--- config.mk ---
export PLATFORM = sky130hd
export DESIGN_NAME = idu_top
export DESIGN_NICKNAME = d
export VERILOG_FILES = /design/src/rv32_decode_pkg.sv /design/src/idu_imm.sv /design/src/idu_opcode.sv /design/src/idu_funct3.sv /design/src/idu_funct7.sv /design/src/idu_top.sv
export VERILOG_INCLUDE_DIRS = /design/src
export SDC_FILE = /design/constraint.sdc
export NUM_CORES = 1
export LEC_CHECK = 0
export BUFFER_PORTS_ARGS = -buffer_cell sky130_fd_sc_hd__buf_2
export CORE_ASPECT_RATIO = 0.6
export CORE_MARGIN = 3
export CORE_UTILIZATION = 30
export CTS_CLUSTER_SIZE = 8
export DETAILED_ROUTE_END_ITERATION = 10
export GPL_TIMING_DRIVEN = 0
export SYNTH_ARGS = -nofsm -noshare
export SYNTH_HDL_FRONTEND = slang
export SYNTH_HIERARCHICAL = 1
export SYNTH_SLANG_ARGS = --single-unit
--- constraint.sdc ---
create_clock -name clk -period 1.98 [get_ports clk]
set_input_delay 0.099 -clock clk [delete_from_list [all_inputs] [get_ports clk]]
set_output_delay 0.099 -clock clk [all_outputs]
set_load 0.02 [all_outputs]
--- src/rv32_decode_macros.svh ---
`ifndef RV32_DECODE_MACROS_SVH
`define RV32_DECODE_MACROS_SVH

// ~~~~~~~~~~~~~~~~~~~~~~~~~~~~~~~~~~~~~~~~~~~~~~~~~~~~~~~~~~~~
// Word and field widths
// ~~~~~~~~~~~~~~~~~~~~~~~~~~~~~~~~~~~~~~~~~~~~~~~~~~~~~~~~~~~~

`define ISA_WIDTH 32

`define FUNCT7_WIDTH 7

`define FUNCT3_WIDTH 3

`define OPCODE_WIDTH 7

`define REG_ADDR_WIDTH 5

// Wide enough for every operation, the invalid code and the three pair candidates.
`define INST_NUM_WIDTH 6

`define CLASS_WIDTH 4

// ~~~~~~~~~~~~~~~~~~~~~~~~~~~~~~~~~~~~~~~~~~~~~~~~~~~~~~~~~~~~
// Least significant bit of each field
// ~~~~~~~~~~~~~~~~~~~~~~~~~~~~~~~~~~~~~~~~~~~~~~~~~~~~~~~~~~~~

`define OPCODE_LSB 0
`define RD_LSB 7
`define FUNCT3_LSB 12
`define RS1_LSB 15
`define RS2_LSB 20
`define FUNCT7_LSB 25

`endif

--- src/rv32_decode_pkg.sv ---
`include "rv32_decode_macros.svh"

package rv32_decode_pkg;

    typedef logic [`ISA_WIDTH-1:0]      inst_t;
    typedef logic [`OPCODE_WIDTH-1:0]   opcode_t;
    typedef logic [`FUNCT3_WIDTH-1:0]   funct3_t;
    typedef logic [`FUNCT7_WIDTH-1:0]   funct7_t;
    typedef logic [`REG_ADDR_WIDTH-1:0] reg_addr_t;
    typedef logic [`ISA_WIDTH-1:0]      xlen_t;
    typedef logic [`CLASS_WIDTH-1:0]    class_t;
    typedef logic [`INST_NUM_WIDTH-1:0] inst_num_t;

    // ~~~~~~~~~~~~~~~~~~~~~~~~~~~~~~~~~~~~~~~~~~~~~~~~~~~~~~~~~~~~
    // Opcode classes
    // ~~~~~~~~~~~~~~~~~~~~~~~~~~~~~~~~~~~~~~~~~~~~~~~~~~~~~~~~~~~~

    localparam class_t cls_invalid = `CLASS_WIDTH'd0;
    localparam class_t cls_lui     = `CLASS_WIDTH'd1;
    localparam class_t cls_auipc   = `CLASS_WIDTH'd2;
    localparam class_t cls_jal     = `CLASS_WIDTH'd3;
    localparam class_t cls_jalr    = `CLASS_WIDTH'd4;
    localparam class_t cls_branch  = `CLASS_WIDTH'd5;
    localparam class_t cls_load    = `CLASS_WIDTH'd6;
    localparam class_t cls_store   = `CLASS_WIDTH'd7;
    localparam class_t cls_op_imm  = `CLASS_WIDTH'd8;
    localparam class_t cls_op      = `CLASS_WIDTH'd9;
    localparam class_t cls_system  = `CLASS_WIDTH'd10;

    // funct7 values that pick the base or the alternate operation.
    localparam funct7_t f7_base = 7'b0000000;
    localparam funct7_t f7_alt  = 7'b0100000;

    // The only two system words that decode.
    localparam inst_t word_ecall  = 32'h0000_0073;
    localparam inst_t word_ebreak = 32'h0010_0073;

    // ~~~~~~~~~~~~~~~~~~~~~~~~~~~~~~~~~~~~~~~~~~~~~~~~~~~~~~~~~~~~
    // Instruction numbers
    // ~~~~~~~~~~~~~~~~~~~~~~~~~~~~~~~~~~~~~~~~~~~~~~~~~~~~~~~~~~~~

    localparam inst_num_t num_inv    = `INST_NUM_WIDTH'd0;
    localparam inst_num_t num_lui    = `INST_NUM_WIDTH'd1;
    localparam inst_num_t num_auipc  = `INST_NUM_WIDTH'd2;
    localparam inst_num_t num_jal    = `INST_NUM_WIDTH'd3;
    localparam inst_num_t num_jalr   = `INST_NUM_WIDTH'd4;
    localparam inst_num_t num_beq    = `INST_NUM_WIDTH'd5;
    localparam inst_num_t num_bne    = `INST_NUM_WIDTH'd6;
    localparam inst_num_t num_blt    = `INST_NUM_WIDTH'd7;
    localparam inst_num_t num_bge    = `INST_NUM_WIDTH'd8;
    localparam inst_num_t num_bltu   = `INST_NUM_WIDTH'd9;
    localparam inst_num_t num_bgeu   = `INST_NUM_WIDTH'd10;
    localparam inst_num_t num_lb     = `INST_NUM_WIDTH'd11;
    localparam inst_num_t num_lh     = `INST_NUM_WIDTH'd12;
    localparam inst_num_t num_lw     = `INST_NUM_WIDTH'd13;
    localparam inst_num_t num_lbu    = `INST_NUM_WIDTH'd14;
    localparam inst_num_t num_lhu    = `INST_NUM_WIDTH'd15;
    localparam inst_num_t num_sb     = `INST_NUM_WIDTH'd16;
    localparam inst_num_t num_sh     = `INST_NUM_WIDTH'd17;
    localparam inst_num_t num_sw     = `INST_NUM_WIDTH'd18;
    localparam inst_num_t num_addi   = `INST_NUM_WIDTH'd19;
    localparam inst_num_t num_slti   = `INST_NUM_WIDTH'd20;
    localparam inst_num_t num_sltiu  = `INST_NUM_WIDTH'd21;
    localparam inst_num_t num_xori   = `INST_NUM_WIDTH'd22;
    localparam inst_num_t num_ori    = `INST_NUM_WIDTH'd23;
    localparam inst_num_t num_andi   = `INST_NUM_WIDTH'd24;
    localparam inst_num_t num_slli   = `INST_NUM_WIDTH'd25;
    localparam inst_num_t num_srli   = `INST_NUM_WIDTH'd26;
    localparam inst_num_t num_srai   = `INST_NUM_WIDTH'd27;
    localparam inst_num_t num_add    = `INST_NUM_WIDTH'd28;
    localparam inst_num_t num_sub    = `INST_NUM_WIDTH'd29;
    localparam inst_num_t num_sll    = `INST_NUM_WIDTH'd30;
    localparam inst_num_t num_slt    = `INST_NUM_WIDTH'd31;
    localparam inst_num_t num_sltu   = `INST_NUM_WIDTH'd32;
    localparam inst_num_t num_xor    = `INST_NUM_WIDTH'd33;
    localparam inst_num_t num_srl    = `INST_NUM_WIDTH'd34;
    localparam inst_num_t num_sra    = `INST_NUM_WIDTH'd35;
    localparam inst_num_t num_or     = `INST_NUM_WIDTH'd36;
    localparam inst_num_t num_and    = `INST_NUM_WIDTH'd37;
    localparam inst_num_t num_ecall  = `INST_NUM_WIDTH'd38;
    localparam inst_num_t num_ebreak = `INST_NUM_WIDTH'd39;

    // Candidates that only funct7 can settle. They never leave the unit.
    localparam inst_num_t num_srli_srai = `INST_NUM_WIDTH'd40;
    localparam inst_num_t num_add_sub   = `INST_NUM_WIDTH'd41;
    localparam inst_num_t num_srl_sra   = `INST_NUM_WIDTH'd42;

endpackage

--- src/idu_imm.sv ---
`timescale 1ns/1ns
`include "rv32_decode_macros.svh"

module idu_imm (
    input  rv32_decode_pkg::inst_t  inst,
    input  rv32_decode_pkg::class_t inst_class,
    output rv32_decode_pkg::xlen_t  imm
);

    import rv32_decode_pkg::*;

    xlen_t imm_i;
    xlen_t imm_s;
    xlen_t imm_b;
    xlen_t imm_u;
    xlen_t imm_j;

    // ~~~~~~~~~~~~~~~~~~~~~~~~~~~~~~~~~~~~~~~~~~~~~~~~~~~~~~~~~~~~
    // Format assembly with the sign taken from inst[31]
    // ~~~~~~~~~~~~~~~~~~~~~~~~~~~~~~~~~~~~~~~~~~~~~~~~~~~~~~~~~~~~

    // Shift amounts ride along in the low bits of the I value.
    assign imm_i = {{20{inst[31]}}, inst[31:20]};

    assign imm_s = {{20{inst[31]}}, inst[31:25], inst[11:7]};

    assign imm_b = {{19{inst[31]}}, inst[31], inst[7], inst[30:25], inst[11:8], 1'b0};

    assign imm_u = {inst[31:12], 12'b0};

    assign imm_j = {{11{inst[31]}}, inst[31], inst[19:12], inst[20], inst[30:21], 1'b0};

    always_comb begin
        case (inst_class)
            cls_jalr,
            cls_load,
            cls_op_imm,
            cls_system: imm = imm_i;
            cls_store:  imm = imm_s;
            cls_branch: imm = imm_b;
            cls_lui,
            cls_auipc:  imm = imm_u;
            cls_jal:    imm = imm_j;
            default:    imm = '0; // Register ALU operations carry no immediate.
        endcase
    end

endmodule

--- src/idu_opcode.sv ---
`timescale 1ns/1ns
`include "rv32_decode_macros.svh"

module idu_opcode (
    input  logic                    clk,
    input  logic                    reset,
    input  logic                    inst_valid,
    input  rv32_decode_pkg::inst_t  inst,
    output logic                    s1_valid,
    output rv32_decode_pkg::inst_t  s1_inst,
    output rv32_decode_pkg::class_t s1_class
);

    import rv32_decode_pkg::*;

    opcode_t opcode;
    class_t  class_next;

    assign opcode = inst[`OPCODE_LSB +: `OPCODE_WIDTH];

    // ~~~~~~~~~~~~~~~~~~~~~~~~~~~~~~~~~~~~~~~~~~~~~~~~~~~~~~~~~~~~
    // Opcode to class
    // ~~~~~~~~~~~~~~~~~~~~~~~~~~~~~~~~~~~~~~~~~~~~~~~~~~~~~~~~~~~~

    always_comb begin
        case (opcode)
            7'b0110111: class_next = cls_lui;
            7'b0010111: class_next = cls_auipc;
            7'b1101111: class_next = cls_jal;
            7'b1100111: class_next = cls_jalr;
            7'b1100011: class_next = cls_branch;
            7'b0000011: class_next = cls_load;
            7'b0100011: class_next = cls_store;
            7'b0010011: class_next = cls_op_imm;
            7'b0110011: class_next = cls_op;
            7'b1110011: class_next = cls_system; // CSR words also land here and fail later.
            default:    class_next = cls_invalid; // Fence and reserved opcodes.
        endcase
    end

    // ~~~~~~~~~~~~~~~~~~~~~~~~~~~~~~~~~~~~~~~~~~~~~~~~~~~~~~~~~~~~
    // Stage register
    // ~~~~~~~~~~~~~~~~~~~~~~~~~~~~~~~~~~~~~~~~~~~~~~~~~~~~~~~~~~~~

    always_ff @(posedge clk) begin
        if (reset) begin
            s1_valid <= 1'b0;
        end else begin
            s1_valid <= inst_valid;
        end
    end

    // Payload only moves on a strobe.
    always_ff @(posedge clk) begin
        if (inst_valid) begin
            s1_inst  <= inst;
            s1_class <= class_next;
        end
    end

    // An undriven word here would turn into an unknown number three cycles later.
    assert property (@(posedge clk) disable iff (reset) inst_valid |-> !$isunknown(inst))
        else $error("idu_opcode: inst has unknown bits while inst_valid is high.");

endmodule

--- src/idu_funct3.sv ---
`timescale 1ns/1ns
`include "rv32_decode_macros.svh"

module idu_funct3 (
    input  logic                       clk,
    input  logic                       reset,
    input  logic                       s1_valid,
    input  rv32_decode_pkg::inst_t     s1_inst,
    input  rv32_decode_pkg::class_t    s1_class,
    output logic                       s2_valid,
    output rv32_decode_pkg::inst_t     s2_inst,
    output rv32_decode_pkg::class_t    s2_class,
    output rv32_decode_pkg::inst_num_t s2_cand
);

    import rv32_decode_pkg::*;

    funct3_t   funct3;
    inst_num_t cand_next;

    assign funct3 = s1_inst[`FUNCT3_LSB +: `FUNCT3_WIDTH];

    // ~~~~~~~~~~~~~~~~~~~~~~~~~~~~~~~~~~~~~~~~~~~~~~~~~~~~~~~~~~~~
    // Candidate selection by class and funct3
    // ~~~~~~~~~~~~~~~~~~~~~~~~~~~~~~~~~~~~~~~~~~~~~~~~~~~~~~~~~~~~

    always_comb begin
        cand_next = num_inv; // Holes in the funct3 tables fall through to this.
        case (s1_class)
            cls_lui:    cand_next = num_lui;
            cls_auipc:  cand_next = num_auipc;
            cls_jal:    cand_next = num_jal;
            cls_jalr:   cand_next = (funct3 == 3'b000) ? num_jalr : num_inv;
            cls_system: cand_next = num_ecall; // Settled by full word in stage three.
            cls_branch: begin
                case (funct3)
                    3'b000:  cand_next = num_beq;
                    3'b001:  cand_next = num_bne;
                    3'b100:  cand_next = num_blt;
                    3'b101:  cand_next = num_bge;
                    3'b110:  cand_next = num_bltu;
                    3'b111:  cand_next = num_bgeu;
                    default: cand_next = num_inv;
                endcase
            end
            cls_load: begin
                case (funct3)
                    3'b000:  cand_next = num_lb;
                    3'b001:  cand_next = num_lh;
                    3'b010:  cand_next = num_lw;
                    3'b100:  cand_next = num_lbu;
                    3'b101:  cand_next = num_lhu;
                    default: cand_next = num_inv;
                endcase
            end
            cls_store: begin
                case (funct3)
                    3'b000:  cand_next = num_sb;
                    3'b001:  cand_next = num_sh;
                    3'b010:  cand_next = num_sw;
                    default: cand_next = num_inv;
                endcase
            end
            cls_op_imm: begin
                case (funct3)
                    3'b000: cand_next = num_addi;
                    3'b001: cand_next = num_slli;
                    3'b010: cand_next = num_slti;
                    3'b011: cand_next = num_sltiu;
                    3'b100: cand_next = num_xori;
                    3'b101: cand_next = num_srli_srai;
                    3'b110: cand_next = num_ori;
                    3'b111: cand_next = num_andi;
                endcase
            end
            cls_op: begin
                case (funct3)
                    3'b000: cand_next = num_add_sub;
                    3'b001: cand_next = num_sll;
                    3'b010: cand_next = num_slt;
                    3'b011: cand_next = num_sltu;
                    3'b100: cand_next = num_xor;
                    3'b101: cand_next = num_srl_sra;
                    3'b110: cand_next = num_or;
                    3'b111: cand_next = num_and;
                endcase
            end
            default: cand_next = num_inv;
        endcase
    end

    always_ff @(posedge clk) begin
        if (reset) begin
            s2_valid <= 1'b0;
        end else begin
            s2_valid <= s1_valid;
        end
    end

    always_ff @(posedge clk) begin
        if (s1_valid) begin
            s2_inst  <= s1_inst;
            s2_class <= s1_class;
            s2_cand  <= cand_next;
        end
    end

endmodule

--- src/idu_funct7.sv ---
`timescale 1ns/1ns
`include "rv32_decode_macros.svh"

module idu_funct7 (
    input  logic                       clk,
    input  logic                       reset,
    input  logic                       s2_valid,
    input  rv32_decode_pkg::inst_t     s2_inst,
    input  rv32_decode_pkg::class_t    s2_class,
    input  rv32_decode_pkg::inst_num_t s2_cand,
    output logic                       dec_valid,
    output rv32_decode_pkg::inst_num_t inst_num,
    output rv32_decode_pkg::reg_addr_t rd,
    output rv32_decode_pkg::reg_addr_t rs1,
    output rv32_decode_pkg::reg_addr_t rs2,
    output rv32_decode_pkg::xlen_t     imm
);

    import rv32_decode_pkg::*;

    funct7_t   funct7;
    inst_num_t num_next;
    xlen_t     imm_next;

    assign funct7 = s2_inst[`FUNCT7_LSB +: `FUNCT7_WIDTH];

    idu_imm u_imm (
        .inst      (s2_inst),
        .inst_class(s2_class),
        .imm       (imm_next)
    );

    // ~~~~~~~~~~~~~~~~~~~~~~~~~~~~~~~~~~~~~~~~~~~~~~~~~~~~~~~~~~~~
    // Final resolution
    // ~~~~~~~~~~~~~~~~~~~~~~~~~~~~~~~~~~~~~~~~~~~~~~~~~~~~~~~~~~~~

    always_comb begin
        case (s2_cand)
            num_srli_srai: begin
                if (funct7 == f7_base) begin
                    num_next = num_srli;
                end else if (funct7 == f7_alt) begin
                    num_next = num_srai;
                end else begin
                    num_next = num_inv;
                end
            end
            num_add_sub: begin
                if (funct7 == f7_base) begin
                    num_next = num_add;
                end else if (funct7 == f7_alt) begin
                    num_next = num_sub;
                end else begin
                    num_next = num_inv;
                end
            end
            num_srl_sra: begin
                if (funct7 == f7_base) begin
                    num_next = num_srl;
                end else if (funct7 == f7_alt) begin
                    num_next = num_sra;
                end else begin
                    num_next = num_inv;
                end
            end
            // No alternate form exists for these.
            num_slli, num_sll, num_slt, num_sltu, num_xor, num_or, num_and:
                num_next = (funct7 == f7_base) ? s2_cand : num_inv;
            num_ecall: begin
                if (s2_inst == word_ecall) begin
                    num_next = num_ecall;
                end else if (s2_inst == word_ebreak) begin
                    num_next = num_ebreak;
                end else begin
                    num_next = num_inv; // CSR access and anything else in the system space.
                end
            end
            default: num_next = s2_cand;
        endcase
    end

    always_ff @(posedge clk) begin
        if (reset) begin
            dec_valid <= 1'b0;
        end else begin
            dec_valid <= s2_valid;
        end
    end

    always_ff @(posedge clk) begin
        if (s2_valid) begin
            inst_num <= num_next;
            rd       <= s2_inst[`RD_LSB +: `REG_ADDR_WIDTH];
            rs1      <= s2_inst[`RS1_LSB +: `REG_ADDR_WIDTH];
            rs2      <= s2_inst[`RS2_LSB +: `REG_ADDR_WIDTH];
            imm      <= imm_next;
        end
    end

    assert property (@(posedge clk) disable iff (reset) dec_valid |-> !$isunknown(inst_num))
        else $error("idu_funct7: inst_num is unknown while dec_valid is high.");

endmodule

--- src/idu_top.sv ---
`timescale 1ns/1ns
`include "rv32_decode_macros.svh"

module idu_top (
    input  logic                       clk,
    input  logic                       reset,
    input  logic                       inst_valid,
    input  rv32_decode_pkg::inst_t     inst,
    output logic                       dec_valid,
    output rv32_decode_pkg::inst_num_t inst_num,
    output rv32_decode_pkg::reg_addr_t rd,
    output rv32_decode_pkg::reg_addr_t rs1,
    output rv32_decode_pkg::reg_addr_t rs2,
    output rv32_decode_pkg::xlen_t     imm
);

    import rv32_decode_pkg::*;

    // ~~~~~~~~~~~~~~~~~~~~~~~~~~~~~~~~~~~~~~~~~~~~~~~~~~~~~~~~~~~~
    // Stage to stage wires
    // ~~~~~~~~~~~~~~~~~~~~~~~~~~~~~~~~~~~~~~~~~~~~~~~~~~~~~~~~~~~~

    logic      s1_valid;
    inst_t     s1_inst;
    class_t    s1_class;
    logic      s2_valid;
    inst_t     s2_inst;
    class_t    s2_class;
    inst_num_t s2_cand;

    idu_opcode uut_opcode (
        .clk       (clk),
        .reset     (reset),
        .inst_valid(inst_valid),
        .inst      (inst),
        .s1_valid  (s1_valid),
        .s1_inst   (s1_inst),
        .s1_class  (s1_class)
    );

    idu_funct3 uut_funct3 (
        .clk     (clk),
        .reset   (reset),
        .s1_valid(s1_valid),
        .s1_inst (s1_inst),
        .s1_class(s1_class),
        .s2_valid(s2_valid),
        .s2_inst (s2_inst),
        .s2_class(s2_class),
        .s2_cand (s2_cand)
    );

    // Last stage also owns the immediate generator.
    idu_funct7 uut_funct7 (
        .clk      (clk),
        .reset    (reset),
        .s2_valid (s2_valid),
        .s2_inst  (s2_inst),
        .s2_class (s2_class),
        .s2_cand  (s2_cand),
        .dec_valid(dec_valid),
        .inst_num (inst_num),
        .rd       (rd),
        .rs1      (rs1),
        .rs2      (rs2),
        .imm      (imm)
    );

endmodule

; ---- After elaboration in Yosys (flattened, before gate mapping)
; Memory sizes are Yosys's and may differ from the RTL's. A register that Yosys moved wholly into a read port is not among the register bits.
; Index checks and enable logic that the tools add are counted.
[totals]
n_memories = 2
latch_bits = 0
word_cells = 88
mem_bits_rw = 0
reg_bits = 134
output_inout_bits = 54
in_bits = 35
romBits = 96
[op_classes]
n_bitwise = 0
reduce_logical = 5
mul = 0
n_mux = 19
shift = 0
n_eq_ne = 49
n_div = 0
n_lt_le_gt_ge = 0
addsub = 0
[memory_table]
columns = memory, depth, width, read_ports, rd_ports_with_merged_regs, wr, line_no
row1 = (name not given), 8, 6, 1, 1, 0, idu_funct3.sv:65  ; case (funct3)
row2 = (name not given), 8, 6, 1, 1, 0, idu_funct3.sv:77  ; case (funct3)
[op_table]
columns = cell, count
row1 = $pmux 32 s5, 1
row2 = $pmux 6 s10, 1
row3 = $eq 6x6->1 const B, 8
row4 = $mux 6, 7
row5 = $pmux 4 s10, 1
row6 = $eq 32x21->1 const B, 1
row7 = $eq 32x7->1 const B, 1
row8 = $eq 4x3->1 const B, 8
row9 = $pmux 6 s5, 1
row10 = $eq 7x6->1 const B, 4
row11 = $eq 7x7->1 const B, 4
row12 = $pmux 4 s6, 1
row13 = $eq 4x4->1 const B, 5
row14 = $pmux 4 s5, 1
row15 = $eq 6x5->1 const B, 3
row16 = $eq 4x2->1 const B, 4
row17 = $pmux 5 s3, 1
row18 = $eq 7x5->1 const B, 2
row19 = $eq 3x3->1 const B, 4
row20 = $mux 5, 2
row21 = $mux 3, 3
row22 = $eq 4x1->1 const B, 2
row23 = $eq 7x2->1 const B, 1
row24 = $logic_not 7->1, 1
row25 = other kinds (6), 6

; ---- Depth between registers and ports, before layout
; Gate-level depths: netlist (run 1).
[depth]
ltp_word = 4
ltp_mapped = 7
ltp_nobuf = 6

; ---- Hierarchy
; The synthesis (run 1) kept the hierarchy.
[by_module_without_submodules]
columns = module, seq_area_each_um2, cells_each, instances, area_each_um2
row1 = idu_funct7, 1611.5, 112, 1, 1985.7
row2 = idu_funct3, 1281.2, 125, 1, 1800.5
row3 = idu_opcode, 1101.1, 56, 1, 1228.7
row4 = idu_imm, 0.0, 76, 1, 536.8

; ---- Worst setup path before layout (run 1)
; No wires, ideal clock.
[synth_path]
path_type = register to register
startpoint = reg uut_funct3.s2_inst[25]
endpoint = reg uut_funct7.inst_num[0] (data pin)
arrival_time_ns = 1.930
path_slack_ns = -0.107
path_buffers = 0
required_time_ns = 1.823
period_less_slack_ns = 2.087
stages_incl_launch_ff = 5
setup_time_ns = 0.157
cell_sequence = edfxtp_1 -> or4_4 -> or3_4 -> or4_4 -> o221ai_2
[synth_via]
elab_chain_cells = 4
elab_cells_between_ends = 14
cone_classes = 3 x eq/ne / 10 x mux / 1 x reduce/logical
[synth_lines]
columns = item, line_no
row1 = from (decl), idu_funct3.sv:11  ; output rv32_decode_pkg::inst_t s2_inst,
row2 = from (signal assigned), idu_funct3.sv:102  ; s2_inst <= s1_inst;
row3 = $eq 32x21->1 / $eq 7x6->1 (equally long branches), --
row4 = $mux 6 (tied with other cells), idu_funct7.sv:72  ; end else if (s2_inst == word_ebreak) begin
row5 = "$mux 6, on equally long branches", --
row6 = $pmux 6 s5 *, idu_funct7.sv:38  ; case (s2_cand)
row7 = via uut_funct7.num_next[0], idu_funct7.sv:22  ; inst_num_t num_next;
row8 = to (signal assigned), idu_funct7.sv:92  ; inst_num <= num_next;
row9 = to (decl), idu_funct7.sv:12  ; output rv32_decode_pkg::inst_num_t inst_num,
; Mark *: on every way through the listed nets, which the timed path passes. The rest lies on a longest branch.
; A chain may end at the register's enable or synchronous reset.

; ---- Final worst setup path (run 1)
[layout_path]
startpoint = reg uut_funct3.s2_inst[27]
endpoint = reg uut_funct7.inst_num[0] (data pin)
; The elaborated chain is that of the path after synthesis.

==> run_results.csv, run 1 <==
group,metric,value,unit
yosys,yosys_warnings,6,
die,die_h,111.4,um
placement,placed_area,6327,um^2
layout,drive_gt1_share,31.65,%
cts,cts_root_buf,"clkbuf_16",
yosys,synth_edf_count,131,
status,status,"finished with violations",
yosys,synth-main-ff-cell,"edfxtp_1",
layout,layoutNonFillerInstCount,768,
yosys,synth-async-reset-ratio,0,%
cts,cts_tree,"done",
setup_path,r2r_start,"uut_funct3/s2_inst[27]$_DFFE_PP_",
timing,fin_crit_sh,107.7,%
placement,io_buffers,88,
setup_path,crit_top_cell,"or4_4",
global_routing,grt_util_all_layers,12.92,%
global_routing,overflow,0,
placement,hpwl,8728,um
yosys,yosysSeqAreaShare,71.94,%
flow_run,max_cap_viol_count,0,
yosys,synthTopCellsByArea,"edfxtp_1 71%, a21o_1 3.4%, a21oi_1 1.3%, nand3b_1 1.2%, nand2_1 1.1%",
cts,cts_made_buffers,17,
setup_path,worstPathMaxFanout,4,
route,route.detailed.drc,0,
setup_path,critical_path_class,"reg2reg",
global_routing,antenna_found_initial,0,
power_and_ir_drop,power,6.912,mW
yosys,ys_types,62,
route,vias,3755,
global_routing,grt_pass1_wl,20250,um
yosys,syn-cell-area,5552,um^2
status,violations,"setup timing",
timing,finalSetupViolCount,5,
route,routed_wl,12880,um
timing,slew_viol_final,0,
hold_path,hp-start,"inst_valid",
die,die_x,181.6,um
route,wl_per_cell,16.77,um
power_and_ir_drop,peakVddDrop,0.4399,mV
timing,post-route-min-period,2132,ps
cts,htreeDepth,4,
setup_path,cp_top_family,"simple AND/OR/NAND/NOR gates",
die,row_count,37,
timing,fmax,468.9,MHz
cts,cts_buffer_depth,2,
timing,fin_ws,-152.4,ps
layout,fin_nets,561,
power_and_ir_drop,p_per_area,943.4,nW/um^2
yosys,synthDominantCellAreaShare,70.86,%
power_and_ir_drop,leakagePower,2.853,nW
setup_path,cp.required,2220,ps
setup_path,timing.critical_path.arrival,2370,ps
timing,setup_tns,-476.0,ps
route,first_iter_violations,329,
yosys,synth-seq-cells,134,
timing,rsz0062_at_grt,"true",
timing,fin_worst_skew,6.542,ps
layout,nFillCells,1619,
setup_path,critPathLaunchType,"flop",
hold_path,min_path_type,"in2reg",
route,ant_nets,0,
setup_path,slowest_delay,550,ps
die,start_util,31.47,%
yosys,synthCells,369,
setup_path,cp_num_buf_inv,0,
yosys,syn_area_per_cell,15.04,um^2
die,core_area,17640,um^2
setup_path,cp-startpoint,"uut_funct3/s2_inst[27]$_DFFE_PP_",
timing,hold_viol_final,0,
layout,fin_area,7327,um^2
setup_path,cp_cell_sequence,"or4_4 > or3_4 > or4_4 > o221ai_2",
global_routing,grt_max_degree,44,
die,die_area,20230,um^2
route,drt-vias-per-instance,4.889,
route,firstDrtPassIters,4,
cts,clk_latency,400,ps
timing,worst_slew_pin_slew,907.5,ps
yosys,synth_top_area_cell,"edfxtp_1",
placement,routabilityCongestion,0.8979,
yosys,syn_nets,409,
layout,diodes,0,
global_routing,grt_pass1_vias,3657,
layout,syn2layout_area_growth,31.98,%
cts,clk_pin_slew_worst_paths,60,ps
setup_path,cp_slowest_cell,"or4_4",
die,io_pins,89,
setup_path,end_kind,"flop",
timing,slew_headroom,39.50,%
cts,cts_num_sinks,134,
placement,place_inst,693,
[per-layer routing]
layer	share of wire, %	wire, um	up-vias	global-route usage (%)
li1	-	-	1745	-
met1	51	6565	1829	20.27
met2	40	5202	166	17.32
met3	7.8	1008	15	3.787
met4	0.77	99	0	3.195
met5	0	0	-	0
[worst reg2reg max path: cells and delay by family (launching register included)]
kind               cells  cell delay (ps)
AOI/OAI and AO/OA      1              190
and+or+nand+nor        3             1370
DFF                    1              400
[power breakdown]
group | internal, mW | switching, mW | total (mW)
registers | 3.31 | 0.110 | 3.42
logic | 0.268 | 0.315 | 0.584
clock network | 1.73 | 1.19 | 2.91
total | 5.30 | 1.61 | 6.91
[final timing paths]
path | depth (start not counted) | endpoint | slack (ps)
hold reg to reg | 0 | uut_funct3/s2_inst[17]$_DFFE_PP_ | 410
setup / recovery | 4 | uut_funct7/inst_num[0]$_DFFE_PP_ | -150
setup reg to reg | 4 | uut_funct7/inst_num[0]$_DFFE_PP_ | -150
hold / removal | 1 | uut_opcode/s1_inst[11]$_DFFE_PP_ | 390
[synthesized netlist by cell type, types with 2 or more instances]
cell type,number
and2_1,6
or3b_2,2
nand3b_1,9
o31ai_1,2
o211ai_1,3
o311ai_0,2
nor2_1,10
nor3_1,7
o21a_1,2
a22oi_1,2
dfxtp_1,3
clkbuf_1,3
a311oi_1,4
edfxtp_1,131
a21o_1,25
a31oi_1,4
nor3b_2,2
nand4_1,7
buf_6,2
buf_4,4
nor4_1,6
nand2_1,17
nand3_1,5
or4_4,2
a32o_1,2
or3_1,5
o21ai_1,2
inv_1,14
ha_1,5
nor2b_1,6
o21bai_1,3
nand4bb_1,3
buf_2,7
xnor2_1,2
o21ai_0,7
o2bb2ai_1,2
nor3b_1,5
nand2b_1,8
or2_2,2
a21oi_1,14
[kinds of logic after synthesis]
kind of cell             Yosys count  share of synthesized area, %
AO/OA/AOI/OAI                     84                         10.84
flip-flops                       134                         71.94
buffers and inverters             30                         2.727
AND/OR/NAND/NOR                  112                         12.67
adder cells (fa/ha/maj)            5                         1.127
multiplexers                       2                        0.3831
XOR/XNOR                           2                        0.3156
[final cells by class]
class	count	area [um^2]	share of cell area, %
clock inverters	15	131.4	1.793
flip-flops and latches	134	3996	54.54
clock buffers	17	425.4	5.806
well taps	234	292.8	3.996
inverters	14	52.55	0.7172
plain buffers	13	87.58	1.195
repair buffers	136	908.4	12.40
multi-input cells	205	1433	19.55
[repair_timing]
item	CTS	global route
hold buffers	33	0
endpoints found under the hold margin	35	0
pin swaps	4	4
endpoints found under the setup margin	6	7
resized for setup	5	2
buffers inserted	7	6
[sequential cells by signal (all words and copies together), names as in the netlist, 5 cells and up]
name / cells
uut_funct3/s2_cand: 6
uut_funct3/s2_inst: 32
uut_funct7/imm: 32
uut_funct7/inst_num: 6
uut_funct7/rd: 5
uut_funct7/rs1: 5
uut_funct7/rs2: 5
uut_opcode/s1_inst: 32
[through the flow]
| step | setup slack [ps] | util (%) | hold WS, ps |
|---|---|---|---|
| 4_1_cts | -138.8 | 41.31 | 379.7 |
| 2_1_floorplan | -106.5 | - | 170.6 |
| 3_3_place_gp | -363.8 | 35.63 | 277.7 |
| 5_1_grt | -203.3 | 41.54 | 398.7 |
| 6_report | -152.4 | 41.54 | 386.0 |
| 3_5_place_dp | -241.0 | 35.87 | 277.1 |
[layout by cell type, fill, tap and decap left out, drive strengths merged, types with 7 or more instances in the layout]
master and instances:
nor2 10, nand2b 8, nand3b 9, o21ai 9, inv 16, a21o 25, edfxtp 131, buf 116
dlygate4sd3 33, a21oi 15, nor3b 7, nand4 7, nand2 17, nor3 8, clkbuf 17
Note: power is estimated with default switching activity, not from simulation.
==> run 2: changes to the inputs <==
PLACE_DENSITY = 0.49   (was unset)
==> run 2 against run 1 <==
Compared with the run above: the flow still finishes with violations (setup timing); non-clock buffer count is 3 lower; core utilization is 0.53 points higher; global-route usage is 0.47 points higher; final area is 1.3% higher; worst hold slack better by 14 ps; power is 8.5% higher; die area stayed put; via count is 2.1% lower; wire length is 2.0% higher; largest cell class unchanged; largest power group is now the clock network.
==> run_results.csv, run 2 (synthesis results as in run 1) <==
group,metric,value,unit
route,vias,3677,
setup_path,end_kind,"flop",
route,routed_wl,13130,um
global_routing,grt_pass1_vias,3590,
timing,post-route-min-period,2138,ps
power_and_ir_drop,peakVddDrop,0.4480,mV
layout,fin_nets,558,
status,status,"finished with violations",
timing,fin_crit_sh,108.0,%
layout,reg.largest.list,"uut_funct3/s2_inst (32), uut_funct7/imm (32), uut_opcode/s1_inst (32)",
power_and_ir_drop,power,7.500,mW
layout,final_common_cell,"edfxtp_1",
route,ant_nets,0,
die,io_pins,89,
setup_path,rrSetupSlack,-160,ps
placement,placed_area,6327,um^2
placement,dp_slack,-253.5,ps
timing,fin_ws,-158.0,ps
setup_path,critical_path_class,"reg2reg",
hold_path,min_path_type,"in2reg",
layout,syn2layout_area_growth,33.67,%
setup_path,cp-startpoint,"uut_funct3/s2_inst[27]$_DFFE_PP_",
setup_path,r2r_start,"uut_funct3/s2_inst[27]$_DFFE_PP_",
cts,cts_tree,"done",
layout,nFillCells,1610,
cts,cts_made_buffers,17,
timing,finalSetupViolCount,4,
setup_path,r2r_cells,4,
route,wl_per_cell,17.17,um
route,first_iter_violations,234,
flow_run,max_cap_viol_count,0,
cts,clk_latency,410,ps
setup_path,timing.critical_path.arrival,2380,ps
layout,multi_input_area,1443,um^2
global_routing,antenna_found_initial,0,
cts,clk_pin_slew_worst_paths,60,ps
placement,routabilityCongestion,0.8478,
timing,fin_worst_skew,14.43,ps
setup_path,cp.required,2220,ps
route,firstDrtPassIters,4,
timing,fmax,467.7,MHz
die,die_area,20230,um^2
global_routing,grt_max_degree,42,
route,drt-vias-per-instance,4.807,
power_and_ir_drop,leakagePower,2.906,nW
global_routing,grt_pass1_wl,20730,um
layout,seqCellArea,3996,um^2
layout,layoutNonFillerInstCount,765,
timing,hold_viol_final,0,
global_routing,overflow,0,
setup_path,worstPathMaxFanout,5,
setup_path,critPathLaunchType,"flop",
timing,hold_ws,400.0,ps
die,start_util,31.47,%
layout,final_cell_mix,"131 x edfxtp_1, 95 x buf_2, 33 x dlygate4sd3_1",
placement,place_inst,693,
placement,hpwl,8890,um
global_routing,grt_util_all_layers,13.39,%
status,violations,"setup timing",
placement,io_buffers,88,
timing,worst_slew_pin_slew,934.4,ps
die,die_x,181.6,um
cts,cts_buffer_depth,2,
cts,cts_root_buf,"clkbuf_16",
timing,slew_viol_final,0,
cts,htreeDepth,4,
die,die_h,111.4,um
cts,cts_num_sinks,134,
layout,fin_area,7421,um^2
setup_path,r2r-end,"uut_funct7/inst_num[0]$_DFFE_PP_",
layout,drive_gt1_share,31.26,%
power_and_ir_drop,p_per_area,1011,nW/um^2
die,row_count,37,
route,route.detailed.drc,0,
die,core_area,17640,um^2
setup_path,cp-endpoint,"uut_funct7/inst_num[0]$_DFFE_PP_",
layout,diodes,0,
timing,slew_headroom,37.71,%
timing,rsz0062_at_grt,"true",
-- run 2: layout make-up --
class	count	area share, %
Buffer	14	1.231
Clock buffer	22	6.390
Clock inverter	10	2.597
Inverter	14	0.7081
Multi-Input combinational cell	205	19.44
Sequential cell	134	53.85
Tap cell	234	3.945
Timing Repair Buffer	132	11.84
-- run 2: worst max-delay path, cell delays in order, from the launching register on --
cell      delay [ps]
edfxtp_1         380
or4_4            590
or3_4            360
or4_4            470
o221ai_2         170
-- run 2: metal layers --
layer	global-route usage, %	vias up	share of wire, %
met2	18.12	160	40
met3	4.146	5	6.5
met4	2.789	0	0.46
met5	0	-	0
met1	20.95	1767	53
li1	-	1745	-
-- run 2: power breakdown --
part           switching [mW]  internal [mW]
logic                   0.314          0.266
registers               0.110           3.31
clock network            1.15           2.35
-- run 2: stage by stage --
| step | utilization (%) | TNS [ps] |
|---|---|---|
| final | 42.07 | -471.8 |
| after global routing | 42.07 | -641.2 |
| after CTS | 41.92 | -456.1 |
| after detailed placement | 35.87 | -978.1 |
| after global placement | 35.63 | -34020 |
| after floorplan | - | -199.3 |
-- run 2: how the worst min path moves through the flow --
stage                                                  end  depth (start not counted)       start  slack [ps]
after floorplan             uut_funct3/s2_valid$_SDFF_PP0_                          1       reset         170
after global placement    uut_opcode/s1_inst[23]$_DFFE_PP_                          1    inst[23]         280
after detailed placement   uut_opcode/s1_inst[8]$_DFFE_PP_                          1     inst[8]         280
after CTS                  uut_opcode/s1_inst[7]$_DFFE_PP_                          2     inst[7]         380
after global routing       uut_opcode/s1_inst[7]$_DFFE_PP_                          2     inst[7]         380
final                     uut_opcode/s1_inst[22]$_DFFE_PP_                          1  inst_valid         400
-- run 2: repair_timing --
action,CTS,global route
endpoints found under the hold margin,35,0
hold buffers,33,0
endpoints found under the setup margin,7,8
setup buffers,8,1
gates resized for setup,3,4
pin swaps,3,1
==> run 3: changes to the inputs <==
RECOVER_POWER = 100   (was unset)
==> run 3 against run 2 <==
Compared with the run above: the flow still finishes with violations (setup timing); clock power about the same; final cell count unchanged; final area decreased by 1.9%; clock skew about the same; combinational power decreased by 3.6%; count of clock-buffer cells in the layout unchanged; sequential power about the same; non-clock buffer count unchanged; die area unchanged; maximum frequency about the same; critical endpoint unchanged; highest routed layer unchanged.
==> run_results.csv, run 3 (synthesis results as in run 1) <==
group,metric,value,unit
layout,fin_area,7282,um^2
status,status,"finished with violations",
timing,finalSetupViolCount,4,
power_and_ir_drop,p_per_area,1027,nW/um^2
global_routing,grt_max_degree,42,
cts,htreeDepth,4,
cts,cts_root_buf,"clkbuf_16",
die,core_area,17640,um^2
layout,final_cell_mix,"131 x edfxtp_1, 76 x clkbuf_1, 33 x dlygate4sd3_1",
cts,cts_buffer_depth,2,
layout,drive_gt1_share,16.76,%
timing,setup_tns,-468.9,ps
setup_path,cp_cell_sequence,"or4_4 > or3_4 > or4_4 > o221ai_2",
cts,clk_latency,410,ps
cts,clk_pin_slew_worst_paths,60,ps
route,ant_nets,0,
die,die_x,181.6,um
timing,fin_ws,-158.6,ps
placement,placed_area,6327,um^2
route,route.detailed.drc,0,
setup_path,slowest_delay,590,ps
placement,hpwl,8890,um
setup_path,timing.critical_path.arrival,2380,ps
setup_path,worstPathMaxFanout,5,
layout,seqCellArea,3994,um^2
setup_path,cp_slowest_cell,"or4_4",
layout,fin_nets,558,
timing,slew_headroom,30.03,%
placement,routabilityCongestion,0.8478,
setup_path,end_kind,"flop",
status,violations,"setup timing",
timing,slew_viol_final,0,
layout,final_common_cell,"edfxtp_1",
layout,fin_util,41.29,%
layout,nFillCells,1650,
route,firstDrtPassIters,4,
global_routing,grt_util_all_layers,13.39,%
route,first_iter_violations,223,
cts,cts_num_sinks,134,
route,vias,3666,
route,routed_wl,13190,um
global_routing,antenna_found_initial,0,
power_and_ir_drop,leakagePower,2.663,nW
placement,io_buffers,88,
route,drt-vias-per-instance,4.792,
layout,syn2layout_area_growth,31.17,%
layout,multi_input_area,1434,um^2
timing,rsz0062_at_grt,"true",
power_and_ir_drop,peakVddDrop,0.4474,mV
setup_path,cp.required,2220,ps
timing,fin_crit_sh,108.0,%
die,io_pins,89,
setup_path,critPathLaunchType,"flop",
global_routing,grt_pass1_vias,3590,
layout,reg.largest.list,"uut_funct3/s2_inst (32), uut_funct7/imm (32), uut_opcode/s1_inst (32)",
timing,post-route-min-period,2139,ps
die,start_util,31.47,%
global_routing,overflow,0,
setup_path,critical_path_class,"reg2reg",
setup_path,cp_top_family,"simple AND/OR/NAND/NOR gates",
cts,cts_made_buffers,17,
route,wl_per_cell,17.24,um
die,die_area,20230,um^2
timing,hold_viol_final,0,
global_routing,grt_pass1_wl,20730,um
timing,fmax,467.6,MHz
die,die_h,111.4,um
setup_path,crit_top_cell,"or4_4",
flow_run,max_cap_viol_count,0,
placement,dp_slack,-253.5,ps
cts,cts_tree,"done",
setup_path,cp_num_buf_inv,0,
timing,worst_slew_pin_slew,1049,ps
die,row_count,37,
hold_path,min_path_type,"in2reg",
timing,fin_worst_skew,14.00,ps
layout,diodes,0,
## run 3: path summary, 6_finish.rpt
kind,start,endpoint,slack (ps),cells past startpoint
max,uut_funct3/s2_inst[27]$_DFFE_PP_,uut_funct7/inst_num[0]$_DFFE_PP_,-160,4
max reg2reg,uut_funct3/s2_inst[27]$_DFFE_PP_,uut_funct7/inst_num[0]$_DFFE_PP_,-160,4
min,inst[7],uut_opcode/s1_inst[7]$_DFFE_PP_,400,2
min reg2reg,uut_opcode/s1_inst[19]$_DFFE_PP_,uut_funct3/s2_inst[19]$_DFFE_PP_,410,0
## run 3: layout make-up
| type | count | share of cell area [%] |
|---|---|---|
| Buffer | 14 | 1.082 |
| Clock buffer | 22 | 6.512 |
| Clock inverter | 10 | 2.646 |
| Inverter | 14 | 0.7216 |
| Multi-Input combinational cell | 205 | 19.69 |
| Sequential cell | 134 | 54.85 |
| Tap cell | 234 | 4.021 |
| Timing Repair Buffer | 132 | 10.48 |
## run 3: timing repair
action / in CTS / in global routing
gates cloned: 0 / 0
endpoints found under the setup margin: 7 / 8
pin swaps: 3 / 1
buffers inserted: 8 / 1
resized for setup: 3 / 4
hold buffers: 33 / 0
hold endpoints to repair: 35 / 0
## run 3: power breakdown
group / switching [mW] / internal (mW) / total [mW]
registers: 0.109 / 3.31 / 3.42
logic: 0.313 / 0.246 / 0.559
clock network: 1.16 / 2.35 / 3.51
total: 1.58 / 5.90 / 7.48
## run 3: through the flow
step | total power [mW] | hold slack, ps | std cells
final | 7.482 | 399.3 | 765
after floorplan | 3.756 | 170.6 | 369
after global placement | 3.958 | 276.3 | 691
after CTS | 7.582 | 378.3 | 765
after global routing | 7.802 | 383.7 | 765
after detailed placement | 3.974 | 277.5 | 693
## run 3: metal layers
metal / part of all wire (%) / routed length (um) / GRT usage, % / vias to the layer above
li1: - / - / - / 1744
met1: 53 / 6927 / 20.95 / 1769
met2: 40 / 5323 / 18.12 / 146
met3: 6.5 / 859 / 4.146 / 7
met4: 0.62 / 82 / 2.789 / 0
met5: 0 / 0 / 0 / -
## run 3: worst reg2reg max path, delay by kind of cell (launching register included)
kind	cells	cell delay (ps)
AOI/OAI and AO/OA	1	170
and+or+nand+nor	3	1420
DFF	1	380
